**config.mk**
```make
export PLATFORM = sky130hd
export DESIGN_NAME = systolic_mm_top
export DESIGN_NICKNAME = d
export VERILOG_FILES = /design/src/sa_pkg.sv /design/src/array_feed_if.sv /design/src/mac_cell.sv /design/src/operand_loader.sv /design/src/pe_array.sv /design/src/phase_sequencer.sv /design/src/result_drain.sv /design/src/systolic_mm_top.sv
export VERILOG_INCLUDE_DIRS = /design/src /design/src/src
export SDC_FILE = /design/constraint.sdc
export NUM_CORES = 2
export LEC_CHECK = 0
export BUFFER_PORTS_ARGS = -buffer_cell sky130_fd_sc_hd__buf_2
export CAP_MARGIN = 10
export CORE_MARGIN = 2
export CORE_UTILIZATION = 30
export CTS_CLUSTER_DIAMETER = 40
export DETAILED_ROUTE_END_ITERATION = 7
export GPL_ROUTABILITY_DRIVEN = 0
export PLACE_DENSITY = 0.55
export SLEW_MARGIN = 20
export SYNTH_ARGS = -nofsm -noshare
export SYNTH_HDL_FRONTEND = slang
export SYNTH_SLANG_ARGS = --single-unit
export TNS_END_PERCENT = 30
```
**constraint.sdc**
```tcl
create_clock -name clk -period 6.4 [get_ports clk]
set_clock_uncertainty 0.05 [all_clocks]
set_input_delay 0.64 -clock clk [delete_from_list [all_inputs] [get_ports clk]]
set_output_delay 0.64 -clock clk [all_outputs]
set_load 0.02 [all_outputs]
```
**src/sa_settings.svh**
```systemverilog
`ifndef SA_SETTINGS_SVH
`define SA_SETTINGS_SVH

////////////////////
// array geometry
`define SA_DIM 4

////////////////////
// number formats, Q4.4 operands
`define SA_DATA_W 8
`define SA_FRAC_W 4
`define SA_ACC_W 20 // four 16-bit products plus growth

////////////////////
// sequencing
// wavefront needs 3*dim-2 cycles, two more for margin
`define SA_CAL_CYCLES 12
`define SA_STEP_W 5

`endif

```
**src/sa_pkg.sv**
```systemverilog
`include "sa_settings.svh"

package sa_pkg;

    ////////////////////
    // data types

    // matrix element, shared by A, B and C
    typedef logic signed [`SA_DATA_W-1:0] operand_t;

    // per-cell running sum
    typedef logic signed [`SA_ACC_W-1:0] acc_t;

    ////////////////////
    // job phases

    typedef enum logic [2:0] {
        IDLE,    // waiting for the first A beat
        LOAD_A,  // A beats, row-major
        LOAD_B,  // B beats, row-major
        COMPUTE, // wavefront through the array
        DRAIN    // one result per cycle
    } phase_t;

endpackage

```
**src/array_feed_if.sv**
```systemverilog
`timescale 1ns/1ps
`include "sa_settings.svh"

// loader to array link, all signals registered on the loader side
interface array_feed_if;

    sa_pkg::operand_t a_edge [`SA_DIM]; // one per row, left column
    sa_pkg::operand_t b_edge [`SA_DIM]; // one per column, top row
    logic             mac_en;
    logic             clear;

    modport loader (
        output a_edge,
        output b_edge,
        output mac_en,
        output clear
    );

    modport array (
        input a_edge,
        input b_edge,
        input mac_en,
        input clear
    );

endinterface

```
**src/mac_cell.sv**
```systemverilog
`timescale 1ns/1ps

module mac_cell (
    input  logic             clk,
    input  logic             rst,
    input  sa_pkg::operand_t a_in,
    input  sa_pkg::operand_t b_in,
    input  logic             mac_en,
    input  logic             clear,
    output sa_pkg::operand_t a_out,
    output sa_pkg::operand_t b_out,
    output sa_pkg::acc_t     acc
);

    logic signed [2*$bits(sa_pkg::operand_t)-1:0] prod;

    assign prod = a_in * b_in; // full precision, signed

    always_ff @(posedge clk or negedge rst) begin
        if (!rst) begin
            a_out <= '0;
            b_out <= '0;
            acc   <= '0;
        end else if (clear) begin
            a_out <= '0;
            b_out <= '0;
            acc   <= '0;
        end else begin
            a_out <= a_in; // to the right
            b_out <= b_in; // downward
            if (mac_en) begin
                acc <= acc + sa_pkg::acc_t'(prod);
            end
        end
    end

endmodule

```
**src/operand_loader.sv**
```systemverilog
`timescale 1ns/1ps
`include "sa_settings.svh"

module operand_loader (
    input  logic                  clk,
    input  logic                  rst,
    input  logic                  in_valid,
    input  sa_pkg::operand_t      in_data,
    input  sa_pkg::phase_t        phase,
    input  logic [`SA_STEP_W-1:0] step,
    array_feed_if.loader          feed
);

    localparam int ADDR_W = $clog2(`SA_DIM * `SA_DIM);

    sa_pkg::operand_t a_buf [`SA_DIM * `SA_DIM]; // row-major
    sa_pkg::operand_t b_buf [`SA_DIM * `SA_DIM]; // row-major
    sa_pkg::operand_t a_nxt [`SA_DIM];
    sa_pkg::operand_t b_nxt [`SA_DIM];
    logic             take_a;
    logic             take_b;

    // first beat lands while still in IDLE, step is 0 then
    assign take_a = in_valid && (phase == sa_pkg::IDLE || phase == sa_pkg::LOAD_A);
    assign take_b = in_valid && (phase == sa_pkg::LOAD_B);

    ////////////////////
    // operand buffers
    always_ff @(posedge clk) begin
        if (take_a) begin
            a_buf[step[ADDR_W-1:0]] <= in_data;
        end
        if (take_b) begin
            b_buf[step[ADDR_W-1:0]] <= in_data;
        end
    end

    ////////////////////
    // diagonal skew
    // row i gets A[i][step-i], column j gets B[step-j][j]
    always_comb begin
        int k;
        for (int i = 0; i < `SA_DIM; i++) begin
            k        = int'(step) - i;
            a_nxt[i] = '0;
            b_nxt[i] = '0;
            if (phase == sa_pkg::COMPUTE && k >= 0 && k < `SA_DIM) begin
                a_nxt[i] = a_buf[i * `SA_DIM + k];
                b_nxt[i] = b_buf[k * `SA_DIM + i];
            end
        end
    end

    // edges and controls all leave on the same edge
    always_ff @(posedge clk or negedge rst) begin
        if (!rst) begin
            for (int i = 0; i < `SA_DIM; i++) begin
                feed.a_edge[i] <= '0;
                feed.b_edge[i] <= '0;
            end
            feed.mac_en <= 1'b0;
            feed.clear  <= 1'b0;
        end else begin
            for (int i = 0; i < `SA_DIM; i++) begin
                feed.a_edge[i] <= a_nxt[i];
                feed.b_edge[i] <= b_nxt[i];
            end
            feed.mac_en <= (phase == sa_pkg::COMPUTE);
            feed.clear  <= (phase == sa_pkg::LOAD_A); // zeroes the grid before each job
        end
    end

endmodule

```
**src/pe_array.sv**
```systemverilog
`timescale 1ns/1ps
`include "sa_settings.svh"

module pe_array (
    input  logic         clk,
    input  logic         rst,
    array_feed_if.array  feed,
    output sa_pkg::acc_t acc_grid [`SA_DIM * `SA_DIM]
);

    ////////////////////
    // operand mesh
    // a_mesh[i][j] enters cell (i,j) from the left
    // b_mesh[i][j] enters cell (i,j) from above
    sa_pkg::operand_t a_mesh [`SA_DIM][`SA_DIM + 1];
    sa_pkg::operand_t b_mesh [`SA_DIM + 1][`SA_DIM];

    genvar gi;
    genvar gj;

    generate
        for (gi = 0; gi < `SA_DIM; gi++) begin : g_edge
            assign a_mesh[gi][0] = feed.a_edge[gi]; // left column
            assign b_mesh[0][gi] = feed.b_edge[gi]; // top row
        end
    endgenerate

    ////////////////////
    // cell grid
    generate
        for (gi = 0; gi < `SA_DIM; gi++) begin : g_row
            for (gj = 0; gj < `SA_DIM; gj++) begin : g_col
                mac_cell mac_cell_inst (
                    .clk    (clk),
                    .rst    (rst),
                    .a_in   (a_mesh[gi][gj]),
                    .b_in   (b_mesh[gi][gj]),
                    .mac_en (feed.mac_en),
                    .clear  (feed.clear),
                    .a_out  (a_mesh[gi][gj + 1]),
                    .b_out  (b_mesh[gi + 1][gj]),
                    .acc    (acc_grid[gi * `SA_DIM + gj]) // C[i][j], row-major
                );
            end
        end
    endgenerate

    // mac_en and clear are broadcast, only operands ripple
    // cell (i,j) sees A[i][k] and B[k][j] on the same edge

endmodule

```
**src/phase_sequencer.sv**
```systemverilog
`timescale 1ns/1ps
`include "sa_settings.svh"

module phase_sequencer (
    input  logic                  clk,
    input  logic                  rst,
    input  logic                  in_valid,
    output sa_pkg::phase_t        phase,
    output logic [`SA_STEP_W-1:0] step,
    output logic                  busy,
    output logic                  done
);

    localparam logic [`SA_STEP_W-1:0] LAST_BEAT = `SA_STEP_W'(`SA_DIM * `SA_DIM - 1);
    localparam logic [`SA_STEP_W-1:0] LAST_CAL  = `SA_STEP_W'(`SA_CAL_CYCLES - 1);
    localparam logic [`SA_STEP_W-1:0] ONE       = `SA_STEP_W'(1);

    sa_pkg::phase_t        phase_nxt;
    logic [`SA_STEP_W-1:0] step_nxt;
    logic                  start;

    assign start = in_valid && (phase == sa_pkg::IDLE);

    ////////////////////
    // next phase and step
    always_comb begin
        phase_nxt = phase;
        step_nxt  = step;
        case (phase)
            sa_pkg::IDLE: begin
                if (in_valid) begin
                    phase_nxt = sa_pkg::LOAD_A;
                    step_nxt  = ONE; // this beat already went in as A[0]
                end
            end
            sa_pkg::LOAD_A: begin
                if (in_valid) begin
                    if (step == LAST_BEAT) begin
                        phase_nxt = sa_pkg::LOAD_B;
                        step_nxt  = '0;
                    end else begin
                        step_nxt = step + ONE;
                    end
                end
            end
            sa_pkg::LOAD_B: begin
                if (in_valid) begin
                    if (step == LAST_BEAT) begin
                        phase_nxt = sa_pkg::COMPUTE;
                        step_nxt  = '0;
                    end else begin
                        step_nxt = step + ONE;
                    end
                end
            end
            sa_pkg::COMPUTE: begin
                if (step == LAST_CAL) begin
                    phase_nxt = sa_pkg::DRAIN;
                    step_nxt  = '0;
                end else begin
                    step_nxt = step + ONE; // strobes ignored here
                end
            end
            sa_pkg::DRAIN: begin
                if (step == LAST_BEAT) begin
                    phase_nxt = sa_pkg::IDLE;
                    step_nxt  = '0;
                end else begin
                    step_nxt = step + ONE;
                end
            end
            default: begin
                phase_nxt = sa_pkg::IDLE;
                step_nxt  = '0;
            end
        endcase
    end

    ////////////////////
    // state and status flags
    always_ff @(posedge clk or negedge rst) begin
        if (!rst) begin
            phase <= sa_pkg::IDLE;
            step  <= '0;
            busy  <= 1'b0;
            done  <= 1'b0;
        end else begin
            phase <= phase_nxt;
            step  <= step_nxt;
            done  <= (phase == sa_pkg::DRAIN) && (step == LAST_BEAT); // lines up with 16th result
            if (start) begin
                busy <= 1'b1;
            end else if (done) begin
                busy <= 1'b0;
            end
        end
    end

endmodule

```
**src/result_drain.sv**
```systemverilog
`timescale 1ns/1ps
`include "sa_settings.svh"

module result_drain (
    input  logic                  clk,
    input  logic                  rst,
    input  sa_pkg::phase_t        phase,
    input  logic [`SA_STEP_W-1:0] step,
    input  sa_pkg::acc_t          acc_grid [`SA_DIM * `SA_DIM],
    output logic                  out_valid,
    output sa_pkg::operand_t      out_data
);

    localparam int IDX_W = $clog2(`SA_DIM * `SA_DIM);

    sa_pkg::acc_t picked;
    sa_pkg::acc_t scaled;
    logic         draining;

    assign draining = (phase == sa_pkg::DRAIN);

    ////////////////////
    // select and scale
    assign picked = acc_grid[step[IDX_W-1:0]]; // row-major, step counts results
    assign scaled = picked >>> `SA_FRAC_W;     // drop fraction, keep sign

    ////////////////////
    // output stage
    always_ff @(posedge clk or negedge rst) begin
        if (!rst) begin
            out_valid <= 1'b0;
        end else begin
            out_valid <= draining;
        end
    end

    // low bits only, overflow wraps
    always_ff @(posedge clk) begin
        if (draining) begin
            out_data <= sa_pkg::operand_t'(scaled);
        end
    end

endmodule

```
**src/systolic_mm_top.sv**
```systemverilog
`timescale 1ns/1ps
`include "sa_settings.svh"

module systolic_mm_top (
    input  logic             clk,
    input  logic             rst,
    input  logic             in_valid,
    input  sa_pkg::operand_t in_data,
    output logic             out_valid,
    output sa_pkg::operand_t out_data,
    output logic             busy,
    output logic             done
);

    sa_pkg::phase_t        phase;
    logic [`SA_STEP_W-1:0] step;
    sa_pkg::acc_t          acc_grid [`SA_DIM * `SA_DIM];

    array_feed_if feed_if ();

    ////////////////////
    // control
    phase_sequencer phase_sequencer_inst (
        .clk      (clk),
        .rst      (rst),
        .in_valid (in_valid),
        .phase    (phase),
        .step     (step),
        .busy     (busy),
        .done     (done)
    );

    ////////////////////
    // datapath
    operand_loader operand_loader_inst (
        .clk      (clk),
        .rst      (rst),
        .in_valid (in_valid),
        .in_data  (in_data),
        .phase    (phase),
        .step     (step),
        .feed     (feed_if.loader)
    );

    pe_array pe_array_inst (
        .clk      (clk),
        .rst      (rst),
        .feed     (feed_if.array),
        .acc_grid (acc_grid)
    );

    result_drain result_drain_inst (
        .clk       (clk),
        .rst       (rst),
        .phase     (phase),
        .step      (step),
        .acc_grid  (acc_grid),
        .out_valid (out_valid),
        .out_data  (out_data)
    );

endmodule

```
## Word-level counts from Yosys, hierarchy flattened

Memory sizes are Yosys's and may differ from the RTL's.
Cells that the tools add are included.

| cells by class | value |
|---|---|
| equality and inequality tests | 14 |
| reduce and logical (&&, ||, !) cells | 19 |
| mux-type cells | 86 |
| shift operators | 0 |
| divide/modulo/power cells | 0 |
| order comparisons | 9 |
| multipliers | 16 |
| bitwise logic cells | 1 |
| add/sub/neg operators | 26 |

Operators by type and width:

| kind | number |
|---|---|
| 20-bit 2-to-1 mux | 32 |
| 20-bit by 16-bit adder with 20-bit output | 16 |
| 8-bit by 8-bit multiplier with 16-bit output | 16 |
| 8-bit 2-to-1 mux | 32 |
| 20-bit binary-select mux with 4-bit select | 1 |
| 12-bit 2-to-1 mux | 2 |
| 3-bit 2-to-1 mux | 7 |
| 5-bit 2-to-1 mux | 4 |
| 5-bit one-hot mux with 4 select lines | 1 |
| 6-bit by 1-bit greater-or-equal comparator with 1-bit output (second input constant) | 3 |
| 6-bit by 4-bit < comparator with 1-bit output (second input constant) | 3 |
| 3-bit one-hot mux with 5 select lines | 1 |
| 2-bit != test (second input constant) | 7 |
| 1-bit logical AND | 12 |
| 5-bit by 2-bit subtractor with 6-bit output (second input constant) | 2 |
| 5-bit by 4-bit equality test with 1-bit output (second input constant) | 2 |
| 4-bit by 3-bit adder with 4-bit output (second input constant) | 2 |
| 4-bit adder (first input constant) | 2 |
| 7-bit AND reduction | 1 |
| 3-bit by 2-bit equality test with 1-bit output (second input constant) | 2 |
| 1-bit 2-to-1 mux | 6 |
| 5-bit by 1-bit subtractor with 6-bit output (second input constant) | 1 |
| 5-bit by 1-bit adder with 5-bit output (second input constant) | 1 |
| 5-bit by 1-bit greater-or-equal comparator with 1-bit output (second input constant) | 1 |
| other kinds (13) | 14 |

| word-level totals | value |
|---|---|
| bits in read-only memories | 0 |
| memory bits (writable) | 256 |
| latch bits | 0 |
| input bits | 11 |
| flip-flop bits (word level) | 597 |
| memories kept | 2 |
| word-level logic and storage cells | 229 |

Memory list:

| memory | words | bits a word | rd ports | clocked after Yosys merged registers in | wr ports | line | source |
|---|---|---|---|---|---|---|---|
| operand_loader_inst.a_buf | 16 | 8 | 4 | 0 | 1 | operand_loader.sv:16 | `` sa_pkg::operand_t a_buf [`SA_DIM * `SA_DIM]; `` |
| operand_loader_inst.b_buf | 16 | 8 | 4 | 0 | 1 | operand_loader.sv:17 | `` sa_pkg::operand_t b_buf [`SA_DIM * `SA_DIM]; `` |

## Longest topological paths before layout

| depth | value |
|---|---|
| word-level depth | 5 |
| depth in mapped cells | 19 |
| gate-level depth less buffers | 18 |

## Modules after synthesis

Synthesis repeated with hierarchy kept, for this count alone.

| second synthesis, totals | value |
|---|---|
| cell total of the unflattened synthesis | 8663 |
| area, all modules | 94415.6 µm² |

Modules (own cells, without submodules):

| module | sequential area each (µm²) | instances | area an instance (µm²) | cells an instance |
|---|---|---|---|---|
| mac_cell at pe_array_inst.g_row[1].g_col[1].mac_cell_inst ... | 900.9 | 8 | 4948.5 | 494 |
| mac_cell at pe_array_inst.g_row[0].g_col[0].mac_cell_inst ... | 900.9 | 4 | 4914.7 | 484 |
| operand_loader | 9339.0 | 1 | 13477.9 | 670 |
| mac_cell at pe_array_inst.g_row[3].g_col[3].mac_cell_inst | 900.9 | 1 | 4967.3 | 491 |
| mac_cell at pe_array_inst.g_row[3].g_col[1].mac_cell_inst | 900.9 | 1 | 4942.2 | 490 |
| mac_cell at pe_array_inst.g_row[3].g_col[2].mac_cell_inst | 900.9 | 1 | 4938.5 | 493 |
| mac_cell at pe_array_inst.g_row[1].g_col[0].mac_cell_inst | 900.9 | 1 | 4912.2 | 483 |
| result_drain | 265.3 | 1 | 1306.3 | 80 |
| phase_sequencer | 250.2 | 1 | 624.3 | 68 |

## Worst setup path after synthesis

OpenSTA, ideal clock, no wires.

| path | value |
|---|---|
| path type | flip-flop to flip-flop |
| from | register operand_loader_inst.feed.b_edge[16] |
| to | register pe_array_inst.g_row[0].g_col[1].mac_cell_inst.acc[11] |
| slack | 1627 ps |
| path buffers | 1 |
| arrival | 4591 ps |
| stages on the path, launching flop included | 17 |
| period minus slack after synthesis | 4773 ps |
| required time | 6218 ps |
| cell sequence | dfrtp_1 > clkbuf_1 > and2_1 > inv_1 > fa_1 > inv_1 > fa_1 > fa_1 > fa_1 > fa_1 > ha_1 > o21a_1 > o21a_1 > o21ai_0 > xnor3_1 > mux2i_1 > nor2_1 |

| between the ends | value |
|---|---|
| word-level cells in the longest chain between the ends | 4 |

Ends and longest elaborated chain:

| item | line | source |
|---|---|---|
| from (decl) | array_feed_if.sv:14 | `output b_edge,` |
| from (signal, indexed assignment) | operand_loader.sv:66 | `feed.b_edge[i] <= b_nxt[i];` |
| 8-bit by 8-bit multiplier with 16-bit output | mac_cell.sv:17 | `assign prod = a_in * b_in;` |
| 20-bit by 16-bit adder with 20-bit output | mac_cell.sv:32 | `acc <= acc + sa_pkg::acc_t'(prod);` |
| 20-bit 2-to-1 mux | mac_cell.sv:31 | `if (mac_en) begin` |
| 20-bit 2-to-1 mux | mac_cell.sv:24 | `end else if (clear) begin` |
| to (signal assigned) | mac_cell.sv:32 |  |
| to (decl) | mac_cell.sv:12 | `output sa_pkg::acc_t acc` |

No other way between the ends. The select of a mux whose other input is x is not followed.
A chain may end at the register's enable or synchronous reset.

## Final worst setup path

Same ends and word-level chain as after synthesis.

==> flow_summary.yaml <==
layout:
  num-fill-cells: 20600
  layout.cells.most_common_list: "inv_1 (804), fa_1 (752), and2_1 (512), ha_1 (462), dfrtp_1 (457)"
  final_common_cell: "inv_1"
  finish.cell_count_without_fillers: 8118
  regArea_um2: 19500
  multi_input_area_um2: 39200
  syn_to_final_growth_pct: 11.2
  final_net_count: 6544
  drive_gt1_share_pct: 8.00
cts:
  postCtsSetupRepairBufs: 0
  cts_max_level: 3
  clock_path_buffers: 3
  cts_tree: "yes"
  clock_sinks: 725
  cts-root-buf: "clkbuf_16"
  cts_buffers: 112
  cts.reportedPaths.clkPinSlew_ns: 0.06
  clk-insertion-delay-late_ns: 0.76
  post_cts_resize_count: 0
floorplanning:
  die_h_um: 460
  core_region_area_um2: 207000
  die-area_um2: 212000
  die_width_um: 460
  placementRows: 167
  initial_core_utilization_pct: 30.2
  boundaryPins: 22
critical_path:
  crit_path_max_fanout: 9
  critPathMaxStageDelay_ns: 0.56
  worst_setup_path_start_kind: "flip-flop"
  critPathTopFamily: "adder cells"
  timing.critical_path.cells: "and2_1 -> inv_1 -> fa_1 -> inv_1 -> fa_1 -> fa_1 -> fa_1 -> fa_1 -> ha_1 -> o21a_1 -> o21a_1 -> o21ai_0 -> xnor3_1 -> mux2i_1 -> nor2_1"
  worst_r2r_path_depth: 15
  worst_path_most_repeated_cell: "fa_1"
  worstSetupEndpointType: "flip-flop"
  timing.critical_path.slowest_stage_cell: "fa_1"
  worstPathRequired_ns: 6.93
  cp_data_arrival_time_ns: 5.55
  cp_launch_point: "operand_loader_inst.feed.b_edge[16]"
  path_depth: 15
  regToRegSetupSlack_ns: 1.38
  type_of_the_setup_path_with_the_least_slack: "reg2reg"
  r2r-start: "operand_loader_inst.feed.b_edge[16]"
  cp.buffers_inverters: 2
synthesis:
  synth_seq_area_share_pct: 31.2
  postSynthRegisterBits: 725
  syn_nets: 6556
  synth.largest_area_cell: "fa_1"
  synth-main-ff-cell: "dfrtp_1"
  asyncSetResetFlopFracSynth_pct: 63.6
  synthesis.yosys.warnings: 0
  synth_largest_type_area_fraction_pct: 24.1
  synth_edf_count: 264
  post_syn_area_um2: 62400
  synth_cells: 5330
  yosysUniqueCellTypes: 49
  synth.area.top_cells: "fa_1 (24%), dfrtp_1 (18%), edfxtp_1 (13%)"
  avgSynthCellArea_um2: 11.7
route:
  dr.pass1.iters: 5
  vias: 37400
  violation_count_after_the_first_detailed_route_iteration: 1955
  postRouteWirelength_um: 148000
  post_drt_via_cell_ratio: 4.61
  drc: 0
  avgRoutedWirePerCell_um: 18.2
  route.antenna.remaining_nets: 0
global_routing:
  grt_antenna_before_repair: 9
  first_pass_grt_wire_length_um: 240000
  first_global_vias: 41400
  globalRouteTotalUtil_pct: 14.6
  overflow: 0
  largest_net_degree_at_the_start_of_global_routing: 169
sta:
  worst_pin_slew_ns: 1.17
  rsz0062_at_grt: "false"
  timing.setup.tns_ns: 0
  min_period_over_period_pct: 78.4
  max_slew_vio_count: 0
  min_period_ns: 5.02
  finalHoldViolCount: 0
  setup_viol: 0
  maxClockFrequency_mhz: 199
  maxSlewHeadroom_pct: 22.0
power_and_ir_drop:
  peakVddDrop_mv: 0.218
  total_leakage_power_uw: 0.0323
  cell_pwr_density_nw_per_um2: 179
  power.total_uw: 12400
place:
  portBuffers: 21
  post-place-cells: 7907
  place_hpwl_um: 113000
outcome:
  outcome: "complete, no violations"
hold_path:
  worst_hold_path_type: "in2reg"
job:
  max_cap_viol_count: 0
## stage by stage
step | hold slack [ns] | utilization, % | area (um2) | worst slack (ns)
finish | 0.228 | 33.5 | 69400 | 1.38
global route | 0.224 | 33.5 | 69400 | 1.07
CTS | 0.177 | 33.5 | 69400 | 1.34
detailed placement | 0.461 | 31.6 | 65400 | 1.39
global placement | 0.454 | 31.6 | 65400 | 1.32
floorplan | 0.294 | - | 62400 | 1.63
## timing repair
action                     4_1_cts  5_1_grt
setup endpoints to repair        0        0
hold endpoints to repair        87        0
hold buffers                     1        0
## kinds of logic (layout without fill, tap and decap cells)
logic type | count (synthesis) | count (layout) | synth area share [%]
and+or+nand+nor | 1570 | 1570 | 13.3
DFF | 725 | 725 | 31.2
muxes | 334 | 334 | 8.73
AOI/OAI and AO/OA | 243 | 243 | 2.57
adders and majority gates | 1215 | 1215 | 33.4
buffers and inverters | 981 | 1064 | 6.05
other | 0 | 1 | 0
xor gates and xnor gates | 262 | 262 | 4.79
## routing by layer
layer | up-vias | global-route usage, % | wire length (um)
met5 | - | 0 | 25
met4 | 4 | 4.74 | 5230
met3 | 228 | 2.81 | 6660
met2 | 626 | 24.0 | 70300
met1 | 19500 | 19.4 | 65800
li1 | 17000 | - | -
## state kept, by name, summed over array words and instances (netlist names), 3 cells and up
name and count:
operand_loader_inst.feed.b_edge 32, operand_loader_inst.b_buf 128, pe_array_inst.g_row.g_col.mac_cell_inst.acc 192, phase_sequencer_inst.step 5, operand_loader_inst.a_buf 128, phase_sequencer_inst.phase 3
pe_array_inst.g_row.g_col.mac_cell_inst.b_out 96, result_drain_inst.out_data 8, pe_array_inst.g_row.g_col.mac_cell_inst.a_out 96, operand_loader_inst.feed.a_edge 32
## Yosys cell counts (all sizes together) (14+ instances only)
cell type and n:
inv 809, fa 752, and2 525, ha 463, dfrtp 461, nand2 386
nor2b 300, edfxtp 264, nor2 236, xnor2 201, mux4 168, mux2i 164
clkbuf 103, buf 69, o21a 58, a21oi 56, nand2b 44, o21ai 38
o211ai 32, xnor3 32, nor3 24, and3 17, a21boi 16, nor3b 16
o32ai 16, xor3 16, a211oi 14
## worst min path at each step
stage,from,endpoint,slack (ns),cells after the start
after floorplan,rst,operand_loader_inst.feed.a_edge[0],0.29,0
after detailed placement,flip-flop,flip-flop,0.46,2
after global routing,in_valid,phase_sequencer_inst.phase[0],0.22,3
after global placement,flip-flop,flip-flop,0.45,2
after CTS,in_valid,phase_sequencer_inst.phase[0],0.18,3
final,in_valid,phase_sequencer_inst.phase[0],0.23,3
## layout make-up
type                       instances  share of cell area [%]
antenna                            1                 0.00361
clock buffer                     132                    4.31
clock inverter                    77                    1.34
inverter                         809                    4.38
multi-input combinational       3624                    56.5
sequential                       725                    28.1
tap                             2704                    4.88
timing repair buffer              46                   0.548
## worst min-delay path, cell delays in order
cell	delay, ns
buf_2	0.15
a22oi_1	0.10
nor2_1	0.08
## where the power goes
group	leakage [uW]	total [uW]	switching, uW	internal (uW)
combinational	0.0217	1200	660	544
clock	0.00188	6250	2500	3760
sequential	0.00878	4930	76.4	4850
total	0.0323	12400	3230	9160
Note: power is estimated with default switching activity, not from simulation.
